<file path="src/rtl/mipsExecPkg.sv">
package mipsExecPkg;

    ////////////////////////////////////////
    // opcodes
    ////////////////////////////////////////
    localparam logic [5:0] opSpecial = 6'b000000; // r-type, op picked by funct
    localparam logic [5:0] opMul     = 6'b011100; // special2 mul
    localparam logic [5:0] opAndi    = 6'b001100;
    localparam logic [5:0] opAddi    = 6'b001000;
    localparam logic [5:0] opOri     = 6'b001101;
    localparam logic [5:0] opXori    = 6'b001110;
    localparam logic [5:0] opSlti    = 6'b001010;
    // loads and stores only form base plus offset here
    localparam logic [5:0] opLw      = 6'b100011;
    localparam logic [5:0] opLh      = 6'b100001;
    localparam logic [5:0] opLb      = 6'b100000;
    localparam logic [5:0] opSw      = 6'b101011;
    localparam logic [5:0] opSh      = 6'b101001;
    localparam logic [5:0] opSb      = 6'b101000;

    ////////////////////////////////////////
    // special function field
    ////////////////////////////////////////
    localparam logic [5:0] fnSll = 6'b000000; // shifts use shamt
    localparam logic [5:0] fnSrl = 6'b000010;
    localparam logic [5:0] fnSlt = 6'b101010;
    localparam logic [5:0] fnOr  = 6'b100101;
    localparam logic [5:0] fnNor = 6'b100111;
    localparam logic [5:0] fnXor = 6'b100110;
    localparam logic [5:0] fnAdd = 6'b100000;
    localparam logic [5:0] fnSub = 6'b100010;
    localparam logic [5:0] fnAnd = 6'b100100;

    // alu control code, same numbering as the old controller
    typedef enum logic [3:0] {
        aluAdd = 4'd0,
        aluSub = 4'd1,
        aluAnd = 4'd2,
        aluOr  = 4'd3,
        aluNor = 4'd4,
        aluXor = 4'd5,
        aluSll = 4'd6,
        aluSrl = 4'd7,
        aluMul = 4'd8,
        aluSlt = 4'd9
    } aluOp_t;

    ////////////////////////////////////////
    // instruction word views
    ////////////////////////////////////////
    typedef struct packed {
        logic [5:0] opCode;
        logic [4:0] rs;
        logic [4:0] rt;
        logic [4:0] rd;
        logic [4:0] shamt;
        logic [5:0] funct;
    } rTypeInstr_t;

    typedef struct packed {
        logic [5:0]  opCode;
        logic [4:0]  rs;
        logic [4:0]  rt;     // dest for i-type
        logic [15:0] imm;
    } iTypeInstr_t;

    // one word, two decodes
    typedef union packed {
        rTypeInstr_t r;
        iTypeInstr_t i;
    } instrWord_t;

    // decoder output, captured in stage 1
    typedef struct packed {
        aluOp_t      aluOp;
        logic [4:0]  rsAddr;
        logic [4:0]  rtAddr;
        logic [4:0]  destAddr;
        logic [31:0] immValue;  // already sign or zero extended
        logic        useImm;
        logic        useShamt;
        logic [4:0]  shamt;
        logic        regWrite;
        logic        illegal;
    } decodedOp_t;

    // stage 2 result, also the writeback bundle
    typedef struct packed {
        logic        valid;
        logic        illegal;
        logic        regWrite;
        logic [4:0]  destAddr;
        logic [31:0] data;
    } execResult_t;

endpackage

</file>
<file path="src/rtl/alu.sv">
`timescale 1ns/10ps

module alu import mipsExecPkg::*; (
    input  aluOp_t      aluControl,
    input  logic [31:0] opA,
    input  logic [31:0] opB,
    input  logic [4:0]  shamt,
    output logic [31:0] aluOut
);

    logic [63:0] product;   // full signed product
    logic        lessThan;

    ////////////////////////////////////////
    // helpers
    ////////////////////////////////////////
    assign product  = $signed(opA) * $signed(opB);
    assign lessThan = $signed(opA) < $signed(opB);

    ////////////////////////////////////////
    // op select
    ////////////////////////////////////////
    always_comb begin
        case (aluControl)
            aluAdd:  aluOut = opA + opB;      // also mem address
            aluSub:  aluOut = opA - opB;
            aluAnd:  aluOut = opA & opB;
            aluOr:   aluOut = opA | opB;
            aluNor:  aluOut = ~(opA | opB);
            aluXor:  aluOut = opA ^ opB;
            aluSll:  aluOut = opB << shamt;   // shifts work on rt
            aluSrl:  aluOut = opB >> shamt;   // logical, zero fill
            aluMul:  aluOut = product[31:0];  // low word only
            aluSlt:  aluOut = {31'd0, lessThan};
            default: aluOut = '0;             // unused codes
        endcase
    end

endmodule

</file>
<file path="src/rtl/aluController.sv">
`timescale 1ns/10ps

module aluController import mipsExecPkg::*; (
    input  logic [5:0] opCode,
    input  logic [5:0] funct,
    output aluOp_t     aluControl,
    output logic       illegal
);

    ////////////////////////////////////////
    // opcode then funct lookup
    ////////////////////////////////////////
    always_comb begin
        aluControl = aluAdd; // default so no latch
        illegal    = 1'b0;

        case (opCode)
            opSpecial: begin
                // r-type ops decoded from funct
                case (funct)
                    fnSll:   aluControl = aluSll;
                    fnSrl:   aluControl = aluSrl;
                    fnSlt:   aluControl = aluSlt;
                    fnOr:    aluControl = aluOr;
                    fnNor:   aluControl = aluNor;
                    fnXor:   aluControl = aluXor;
                    fnAdd:   aluControl = aluAdd;
                    fnSub:   aluControl = aluSub;
                    fnAnd:   aluControl = aluAnd;
                    default: illegal    = 1'b1; // unknown funct
                endcase
            end

            opMul:   aluControl = aluMul; // funct not looked at

            // immediate alu ops
            opAndi:  aluControl = aluAnd;
            opAddi:  aluControl = aluAdd;
            opOri:   aluControl = aluOr;
            opXori:  aluControl = aluXor;
            opSlti:  aluControl = aluSlt;

            // memory ops just need base + offset
            opLw:    aluControl = aluAdd;
            opLh:    aluControl = aluAdd;
            opLb:    aluControl = aluAdd;
            opSw:    aluControl = aluAdd;
            opSh:    aluControl = aluAdd;
            opSb:    aluControl = aluAdd;

            // branches and jumps not handled in this unit
            default: illegal = 1'b1;
        endcase
    end

endmodule

</file>
<file path="src/rtl/instrDecoder.sv">
`timescale 1ns/10ps

module instrDecoder import mipsExecPkg::*; (
    input  instrWord_t instr,
    output decodedOp_t decoded
);

    aluOp_t      aluCode;
    logic        badCode;   // from controller
    logic        isRType;   // special or mul
    logic        isMem;
    logic        zeroExt;   // logical immediates
    logic        isShift;
    logic [4:0]  destSel;
    logic [31:0] immExt;

    aluController aluCtrl0 (
        .opCode     (instr.r.opCode),
        .funct      (instr.r.funct),
        .aluControl (aluCode),
        .illegal    (badCode)
    );

    ////////////////////////////////////////
    // instruction class
    ////////////////////////////////////////
    assign isRType = (instr.r.opCode == opSpecial) || (instr.r.opCode == opMul);
    assign isMem   = instr.i.opCode inside {opLw, opLh, opLb, opSw, opSh, opSb};
    assign zeroExt = instr.i.opCode inside {opAndi, opOri, opXori};
    assign isShift = (instr.r.opCode == opSpecial) && (instr.r.funct inside {fnSll, fnSrl});

    // rd for r-type, rt otherwise
    assign destSel = isRType ? instr.r.rd : instr.i.rt;

    // andi/ori/xori zero extend, addi/slti/mem sign extend
    assign immExt = zeroExt ? {16'h0000, instr.i.imm}
                            : {{16{instr.i.imm[15]}}, instr.i.imm};

    ////////////////////////////////////////
    // build decoded op
    ////////////////////////////////////////
    always_comb begin
        decoded          = '0;
        decoded.aluOp    = aluCode;
        decoded.illegal  = badCode;
        decoded.destAddr = destSel;

        if (isRType) begin
            decoded.rsAddr   = instr.r.rs;
            decoded.rtAddr   = instr.r.rt;  // shifted operand for sll/srl
            decoded.shamt    = instr.r.shamt;
            decoded.useShamt = isShift;
        end else begin
            decoded.rsAddr   = instr.i.rs;  // base for mem ops
            decoded.rtAddr   = instr.i.rt;
            decoded.immValue = immExt;
            decoded.useImm   = 1'b1;
        end

        // no write for stores/loads, bad codes or r0
        decoded.regWrite = !badCode && !isMem && (destSel != 5'd0);
    end

endmodule

</file>
<file path="src/rtl/mipsExecTop.sv">
`timescale 1ns/10ps

module mipsExecTop import mipsExecPkg::*; (
    input  logic        clk,
    input  logic        arstN,
    input  logic        instrValid,
    input  instrWord_t  instr,
    output execResult_t result
);

    decodedOp_t  decodedNow;  // current instr, comb
    logic [31:0] rfDataA;
    logic [31:0] rfDataB;
    logic [31:0] fwdA;        // rs after forwarding
    logic [31:0] fwdB;        // rt after forwarding
    logic        s1Writes;

    // stage 1 regs
    logic        s1Valid;
    decodedOp_t  s1Op;
    logic [31:0] s1RsVal;
    logic [31:0] s1RtVal;

    logic [31:0] aluOpB;
    logic [4:0]  aluShamt;
    logic [31:0] aluOut;
    execResult_t resultNext;

    instrDecoder dec0 (
        .instr   (instr),
        .decoded (decodedNow)
    );

    // writeback lands on the same edge as the result reg
    regFile rf0 (
        .clk     (clk),
        .arstN   (arstN),
        .rdAddrA (decodedNow.rsAddr),
        .rdAddrB (decodedNow.rtAddr),
        .rdDataA (rfDataA),
        .rdDataB (rfDataB),
        .wrEn    (resultNext.valid && resultNext.regWrite),
        .wrAddr  (resultNext.destAddr),
        .wrData  (resultNext.data)
    );

    ////////////////////////////////////////
    // forwarding from stage 1
    ////////////////////////////////////////
    // two slots back is already in the file
    assign s1Writes = s1Valid && s1Op.regWrite && (s1Op.destAddr != 5'd0);
    assign fwdA = (s1Writes && (s1Op.destAddr == decodedNow.rsAddr)) ? aluOut : rfDataA;
    assign fwdB = (s1Writes && (s1Op.destAddr == decodedNow.rtAddr)) ? aluOut : rfDataB;

    ////////////////////////////////////////
    // stage 1
    ////////////////////////////////////////
    always_ff @(posedge clk or negedge arstN) begin
        if (!arstN) begin
            s1Valid <= 1'b0;
            s1Op    <= '0;
            s1RsVal <= '0;
            s1RtVal <= '0;
        end else begin
            s1Valid <= instrValid;
            if (instrValid) begin
                s1Op    <= decodedNow;
                s1RsVal <= fwdA;
                s1RtVal <= fwdB;
            end
        end
    end

    // operand B: immediate or rt (shifts take rt too)
    assign aluOpB   = s1Op.useImm ? s1Op.immValue : s1RtVal;
    assign aluShamt = s1Op.useShamt ? s1Op.shamt : 5'd0;

    alu alu0 (
        .aluControl (s1Op.aluOp),
        .opA        (s1RsVal),
        .opB        (aluOpB),
        .shamt      (aluShamt),
        .aluOut     (aluOut)
    );

    ////////////////////////////////////////
    // stage 2 result
    ////////////////////////////////////////
    always_comb begin
        resultNext = '0;
        if (s1Valid) begin
            resultNext.valid    = 1'b1;
            resultNext.illegal  = s1Op.illegal;
            resultNext.regWrite = s1Op.regWrite;      // low for mem and bad ops
            resultNext.destAddr = s1Op.destAddr;
            resultNext.data     = s1Op.illegal ? '0 : aluOut;
        end
    end

    always_ff @(posedge clk or negedge arstN) begin
        if (!arstN) begin
            result <= '0;
        end else begin
            result <= resultNext; // one-cycle strobe
        end
    end

endmodule

</file>
<file path="src/rtl/regFile.sv">
`timescale 1ns/10ps

module regFile (
    input  logic        clk,
    input  logic        arstN,
    input  logic [4:0]  rdAddrA,
    input  logic [4:0]  rdAddrB,
    output logic [31:0] rdDataA,
    output logic [31:0] rdDataB,
    input  logic        wrEn,
    input  logic [4:0]  wrAddr,
    input  logic [31:0] wrData
);

    // r0 has no storage
    logic [31:0] regs [1:31];

    ////////////////////////////////////////
    // write port
    ////////////////////////////////////////
    always_ff @(posedge clk or negedge arstN) begin
        if (!arstN) begin
            for (int idx = 1; idx < 32; idx++) begin
                regs[idx] <= '0;
            end
        end else if (wrEn && (wrAddr != 5'd0)) begin
            regs[wrAddr] <= wrData; // r0 writes dropped
        end
    end

    ////////////////////////////////////////
    // read ports
    ////////////////////////////////////////
    // combinational, no bypass of a same-edge write
    always_comb begin
        if (rdAddrA == 5'd0) begin
            rdDataA = '0;
        end else begin
            rdDataA = regs[rdAddrA];
        end
    end

    always_comb begin
        if (rdAddrB == 5'd0) begin
            rdDataB = '0;
        end else begin
            rdDataB = regs[rdAddrB];
        end
    end

endmodule
</file>
<file path="config.mk">
export PLATFORM = sky130hd
export DESIGN_NAME = mipsExecTop
export DESIGN_NICKNAME = d
export VERILOG_FILES = /design/src/rtl/mipsExecPkg.sv /design/src/rtl/alu.sv /design/src/rtl/aluController.sv /design/src/rtl/instrDecoder.sv /design/src/rtl/mipsExecTop.sv /design/src/rtl/regFile.sv
export SDC_FILE = /design/constraint.sdc
export NUM_CORES = 2
export LEC_CHECK = 0
export BUFFER_PORTS_ARGS = -buffer_cell sky130_fd_sc_hd__buf_2
export CAP_MARGIN = 40
export CORE_UTILIZATION = 50
export CTS_CLUSTER_DIAMETER = 100
export DETAILED_ROUTE_END_ITERATION = 8
export PLACE_DENSITY = 0.65
export RECOVER_POWER = 100
export SETUP_SLACK_MARGIN = 0.2
export SYNTH_ARGS = -nofsm -noshare
export SYNTH_HDL_FRONTEND = slang
export SYNTH_SLANG_ARGS = --single-unit
</file>
<file path="constraint.sdc">
create_clock -name clk -period 11.4 [get_ports clk]
set_input_delay 1.71 -clock clk [delete_from_list [all_inputs] [get_ports clk]]
set_output_delay 1.71 -clock clk [all_outputs]
set_load 0.05 [all_outputs]
</file>
== Yosys cells after proc, flatten, opt, wreduce, memory -nomap -nowiden ==
Index checks and enable logic that the tools add are counted.

* Register bits: 1147
* Input bits: 35
* Output and inout port bits: 40
* Logic and storage cells: 147

* $add $sub $neg: 2
* Multiply operators: 1
* Order comparisons: 5
* Equal/unequal tests: 31
* Shift-type cells: 2
* Mux-type cells: 26
* Bitwise gates (word level): 7
* Reduce and logical (&&, ||, !) cells: 26

{| class="wikitable"
|+ Operators by type and width
! cell !! number
|-
| $bwmux W992 || 1
|-
| $mux W32 || 12
|-
| $bmux W32 S5 || 2
|-
| $pmux W32 S10 || 1
|-
| $demux W32 S5 || 1
|-
| $eq A6 B6 Y1 const B || 13
|-
| $mux W40 || 1
|-
| $mux W33 || 1
|-
| $add A32 B32 Y32 || 1
|-
| $and A32 B32 Y32 || 1
|-
| $lt A32 B32 Y1 || 1
|-
| $mul A32 B32 Y32 || 1
|-
| $not A32 Y32 || 1
|-
| $or A32 B32 Y32 || 1
|-
| $pmux W4 S8 || 1
|-
| $shl A32 B5 Y32 || 1
|-
| $shr A32 B5 Y32 || 1
|-
| $sub A32 B32 Y32 || 1
|-
| $xor A32 B32 Y32 || 1
|-
| $eq A6 B4 Y1 const B || 5
|-
| $pmux W4 S6 || 1
|-
| $ge A6 B6 Y1 const B || 3
|-
| $not A5 Y6 || 3
|-
| $eq A4 B3 Y1 const B || 4
|-
| 23 further kinds || 41
|}

== Longest topological paths before layout ==
* Depth after elaboration: 12
* Mapped depth: 33
* Depth with buffers taken out: 29

== Cells and area by module ==
From an unflattened synthesis, not the netlist that was laid out.

* Cell total of the unflattened synthesis: 7836
* Area total of the unflattened synthesis: 85336.8 sq um

{| class="wikitable"
|+ Modules (own cells, without submodules)
! module !! times used !! cells an instance !! area an instance (sq um) !! sequential area each (sq um)
|-
| regFile || 1 || 4077 || 53675.2 || 24823.8
|-
| alu || 1 || 2976 || 23765.3 || 0.0
|-
| mipsExecTop || 1 || 656 || 7053.0 || 3878.7
|-
| instrDecoder || 1 || 78 || 549.3 || 0.0
|-
| aluController || 1 || 49 || 294.0 || 0.0
|}

== Worst setup path before layout ==
Ideal clock, no wire load.

* Kind: flip-flop to flip-flop
* From: register s1Op[8] in the netlist's numbering
* To: register rf0.regs[828] in the netlist's numbering
* Library setup time: 0.135 ns
* Arrival time: 8.335 ns
* Data required time: 11.265 ns
* Setup slack: 2.930 ns
* Stages on the path, launching flop included: 32
* Buffers on the path: 5
* Clock period less this slack: 8.470 ns
* Path through: dfrtp_1 > buf_6 > buf_6 > mux2i_2 > clkbuf_1 > clkbuf_1 > nor2_1 > fa_1 > fa_1 > inv_1 > fa_1 > fa_1 > inv_1 > fa_1 > inv_1 > fa_1 > inv_1 > fa_1 > fa_1 > ha_1 > a21o_1 > a211o_1 > or3_1 > o21ai_0 > o31ai_1 > a21bo_2 > xor2_1 > a221oi_1 > o21ai_1 > a21oi_2 > clkbuf_1 > o21ai_0

* Longest elaborated chain between the ends: 7
* Elaborated cells on any way between the ends: 14
* Classes of those cells: add/sub (2); mul (1); shift (2); mux (5); bitwise (4)

{| class="wikitable"
|+ Ends and longest elaborated chain
! element !! line !! text
|-
| start, declared || mipsExecTop.sv:20 || <nowiki>decodedOp_t s1Op;</nowiki>
|-
| start signal, assigned || mipsExecTop.sv:67 || <nowiki>s1Op <= decodedNow;</nowiki>
|-
| $mux W32 * || mipsExecTop.sv:75 || <nowiki>assign aluOpB = s1Op.useImm ? s1Op.immValue : s1RtVal;</nowiki>
|-
| parallel branches: the longest is 2 deep, another holds $mul A32 B32 Y32 || - ||
|-
| $pmux W32 S10 * || alu.sv:24 || <nowiki>case (aluControl)</nowiki>
|-
| $mux W32 * || mipsExecTop.sv:96 || <nowiki>resultNext.data = s1Op.illegal ? '0 : aluOut;</nowiki>
|-
| $mux W40 * || mipsExecTop.sv:91 || <nowiki>if (s1Valid) begin</nowiki>
|-
| $bwmux W992 * || regFile.sv:27 || <nowiki>regs[wrAddr] <= wrData;</nowiki>
|-
| end signal, assigned by index || regFile.sv:27 ||
|-
| end, declared || regFile.sv:16 || <nowiki>logic [31:0] regs [1:31];</nowiki>
|}

Every way passes the cells marked *.
A chain may end at the register's enable or synchronous reset.

== Worst setup path after layout ==
* From: register s1Op[8] in the netlist's numbering
* To: register s1RtVal[30]

* Longest elaborated chain between the ends: 5
* Elaborated cells on any way between the ends: 12
* Classes of those cells: add/sub (2); mul (1); shift (2); mux (3); bitwise (4)

{| class="wikitable"
|+ Ends and longest elaborated chain
! element !! line !! text
|-
| $mux W32 * || mipsExecTop.sv:75 ||
|-
| parallel branches: the longest is 2 deep, another holds $mul A32 B32 Y32 || - ||
|-
| $pmux W32 S10 * || alu.sv:24 ||
|-
| $mux W32 * || mipsExecTop.sv:53 || <nowiki>assign fwdB = (s1Writes && (s1Op.destAddr == decodedNow.rtAddr)) ? aluOut : rfDataB;</nowiki>
|-
| end signal, assigned || mipsExecTop.sv:69 || <nowiki>s1RtVal <= fwdB;</nowiki>
|-
| end, declared || mipsExecTop.sv:22 || <nowiki>logic [31:0] s1RtVal;</nowiki>
|}

Marks and branches as above.

==> metrics.txt <==
final hold vios 0; Die Ht between 400 and 500 um; Avg Cell Area, Syn approximately 10 sq um; overall global routing resource usage 0.379; Via density between 6 and 7; gpl congestion between 1 and 1.5; Max VDD drop around 380 uV; clk slew on worst S/H paths roughly 60 ps; Via Count ~66,000; Remaining DRCs 0; final setup vio count 0; outcome finished, violations left; Area contributors post-synth dfrtp_1 35%, mux4_2 16%, fa_1 10%; Crit path arrival time 11,610 ps; Yosys reg bits around 1,100; pwr/cell area between 150 and 200 nW/um^2; worst clock skew between 60 and 70 ps; CP bufs+invs 8; CP max FO 34; CP dominant cell by count fa_1; routed length per instance 30.9 um; # resized after CTS 0; grt ovf 0; post-DP HPWL around 210 mm; Yosys Warn Count 0; fin crit share 0.967; Final nets roughly 8,400; Mapped Cells approximately 8,000; Leakage 0.0389 uW; library cells used by synthesis 100; TNS Setup 0 ps; post-synth top area share 0.347; Switching Share 0.418; Post-CTS Setup Bufs 0; drt first pass iters 9; most common cell in the netlist nand2_1; failing checks capacitance limit, slew limit; share of post-route cells with drive strength above 1 0.159; initial core utilization 0.505; I/O Pins 75; Top delay family on crit path adder cells; first-pass GRT wire length 454 mm; mapped cell area a little over 80,000 sq um; port bufs 74; FFs w/ async S/R, synth 1.00; P&R area growth vs syn 8.38%; Pint ~8600 uW; Non-Filler Instances roughly 10,000; internal reg-to-reg setup slack ~380 ps; vias in the first global route 65,600; Clk network pwr share 0.274; CTS Buf Count ~120; worst hold path type reg2reg; Seq/Total Area, Yosys 0.347; initial DRC count roughly 7,800; CTS Sinks around 1,100; Max Slew Vio Count 958; CTS root buffer clkbuf_16; Critical Path Source Type flip-flop; fmax just over 0.09 GHz; area leader, netlist dfrtp_1; Setup CP Type reg2reg; fillers about 14,000; ANT nets after route 0; slowest CP cell dfrtp_2; Switch Pwr roughly 6200 uW; # rows between 100 and 150; Slew headroom -2.67; Worst path max stage delay approximately 950 ps; Most used DFF post-synth dfrtp_1; WL final 308 mm; post-placement cell count approximately 10,000; Synthesized Nets just under 9,000; die footprint ~160,000 sq um; Logic pwr share 0.441; clk_lat worst skew 770 ps; initial antenna violation count 12; top cells by count, synth 1,305 x nand2_1, 1,132 x dfrtp_1, 939 x o21ai_0; max-cap viol count 12; pin count of the biggest net entering global routing about 180; Post-synth EDFFs 0; crit path capture type flip-flop; Worst-Margin Slew 5500 ps; Reg power frac 0.285; WP data required between 10,000 and 15,000 ps; clk buf depth 3; crit path time final about 11,000 ps; Die W between 400 and 500 um; RSZ-0062 raised after global routing false; TritonCTS clock tree done; CTS H-tree lvls 3; CTS Hold Buffers Added 0; Core Footprint between 150,000 and 200,000 sq um
[final cells by class]
type	instances	area, sq um	area share
antenna	2	5.00	0.0000566
clock buffer	160	3290	0.0372
clock inverter	50	721	0.00816
inverter	567	2130	0.0241
multi-input combinational	5591	48600	0.550
sequential	1132	28300	0.321
tap	2160	2700	0.0306
timing repair buffer	326	2590	0.0293
[cell families (layout without fill, tap and decap cells)]
group           count (synthesis)  after routing  synth area share
other cells                     0              2                 0
mux                           799            799             0.192
fa+ha+maj                     658            658             0.139
flops                        1132           1132             0.347
buf+inv                      1272           1103            0.0602
simple gates                 2171           2171             0.107
compound gates               1857           1857             0.142
xor+xnor                      106            106            0.0119
[layout by cell type (no fill, tap or decap), types with 16 or more instances in the layout]
cell type,n
a211oi_1,31
nand3_1,73
o221ai_1,38
buf_4,149
clkinv_2,16
o31ai_1,74
xnor2_1,84
xor2_1,18
a31oi_1,31
nand2_4,28
o21a_1,29
nand2b_1,35
buf_2,24
clkbuf_16,116
ha_1,247
o22ai_1,22
a221o_1,22
a221oi_1,39
o21bai_1,19
a22o_1,158
a21o_1,21
clkbuf_8,22
mux2i_1,101
inv_1,541
nand2_1,1270
o21ai_0,984
o211ai_1,30
nor2_1,587
nor3_1,46
mux2_2,82
clkbuf_1,113
buf_12,22
mux4_2,596
a21oi_1,195
dfrtp_1,1131
fa_1,410
o2bb2ai_1,23
[per-layer routing]
layer | vias to the layer above | part of all wire | track usage
met4 | 10 | 0.065 | 0.212
met5 | - | 0.00023 | 0
met3 | 886 | 0.094 | 0.0751
met2 | 3653 | 0.46 | 0.589
met1 | 33500 | 0.38 | 0.500
li1 | 27500 | - | -
[worst reg2reg max path: cells and delay by family (launching register included)]
kind / cells / cell delay, ps
adder cells (fa/ha/maj): 9 / 4330
AO/OA/AOI/OAI: 8 / 2710
buffers and inverters: 8 / 1850
flip-flops: 1 / 950
multiplexers: 1 / 810
AND/OR/NAND/NOR: 2 / 220
[flip-flops by register name, indices dropped and copies added (netlist names)]
signal / cells
rf0.regs: 992
result: 40
s1Op: 35
s1RsVal: 32
s1RtVal: 32
s1Valid: 1
[power by group through the flow]
stage / Sequential, uW / Combinational, uW / Clock [uW]
after floorplan: 4260 / 3880 / 0
after global placement: 4260 / 6320 / 0
after detailed placement: 4270 / 6400 / 0
after CTS: 4190 / 6460 / 4070
after global routing: 4210 / 6970 / 4230
final: 4200 / 6510 / 4040
[metrics by stage]
stage / hold slack [ps] / util / setup slack (ps) / area (sq um) / total power (uW)
floorplan: 386 / - / 2930 / 81500 / 8140
global placement: 472 / 0.521 / 813 / 84000 / 10600
detailed placement: 484 / 0.527 / 789 / 84900 / 10700
CTS: 497 / 0.551 / 768 / 89000 / 14700
global route: 518 / 0.548 / 196 / 88400 / 15400
finish: 495 / 0.548 / 381 / 88400 / 14700
[worst paths after layout]
kind | start | endpoint | depth (start not counted)
worst min register to register | rf0.regs[674] | rf0.regs[674] | 2
worst min-delay path | rf0.regs[674] | rf0.regs[674] | 2
worst max-delay path | s1Op[8] | s1RtVal[30] | 28
min in group asynchronous | arstN | rf0.regs[171] | 1
max in group asynchronous | arstN | rf0.regs[112] | 4
worst max register to register | s1Op[8] | s1RtVal[30] | 28
Note: power is estimated with default switching activity, not from simulation.
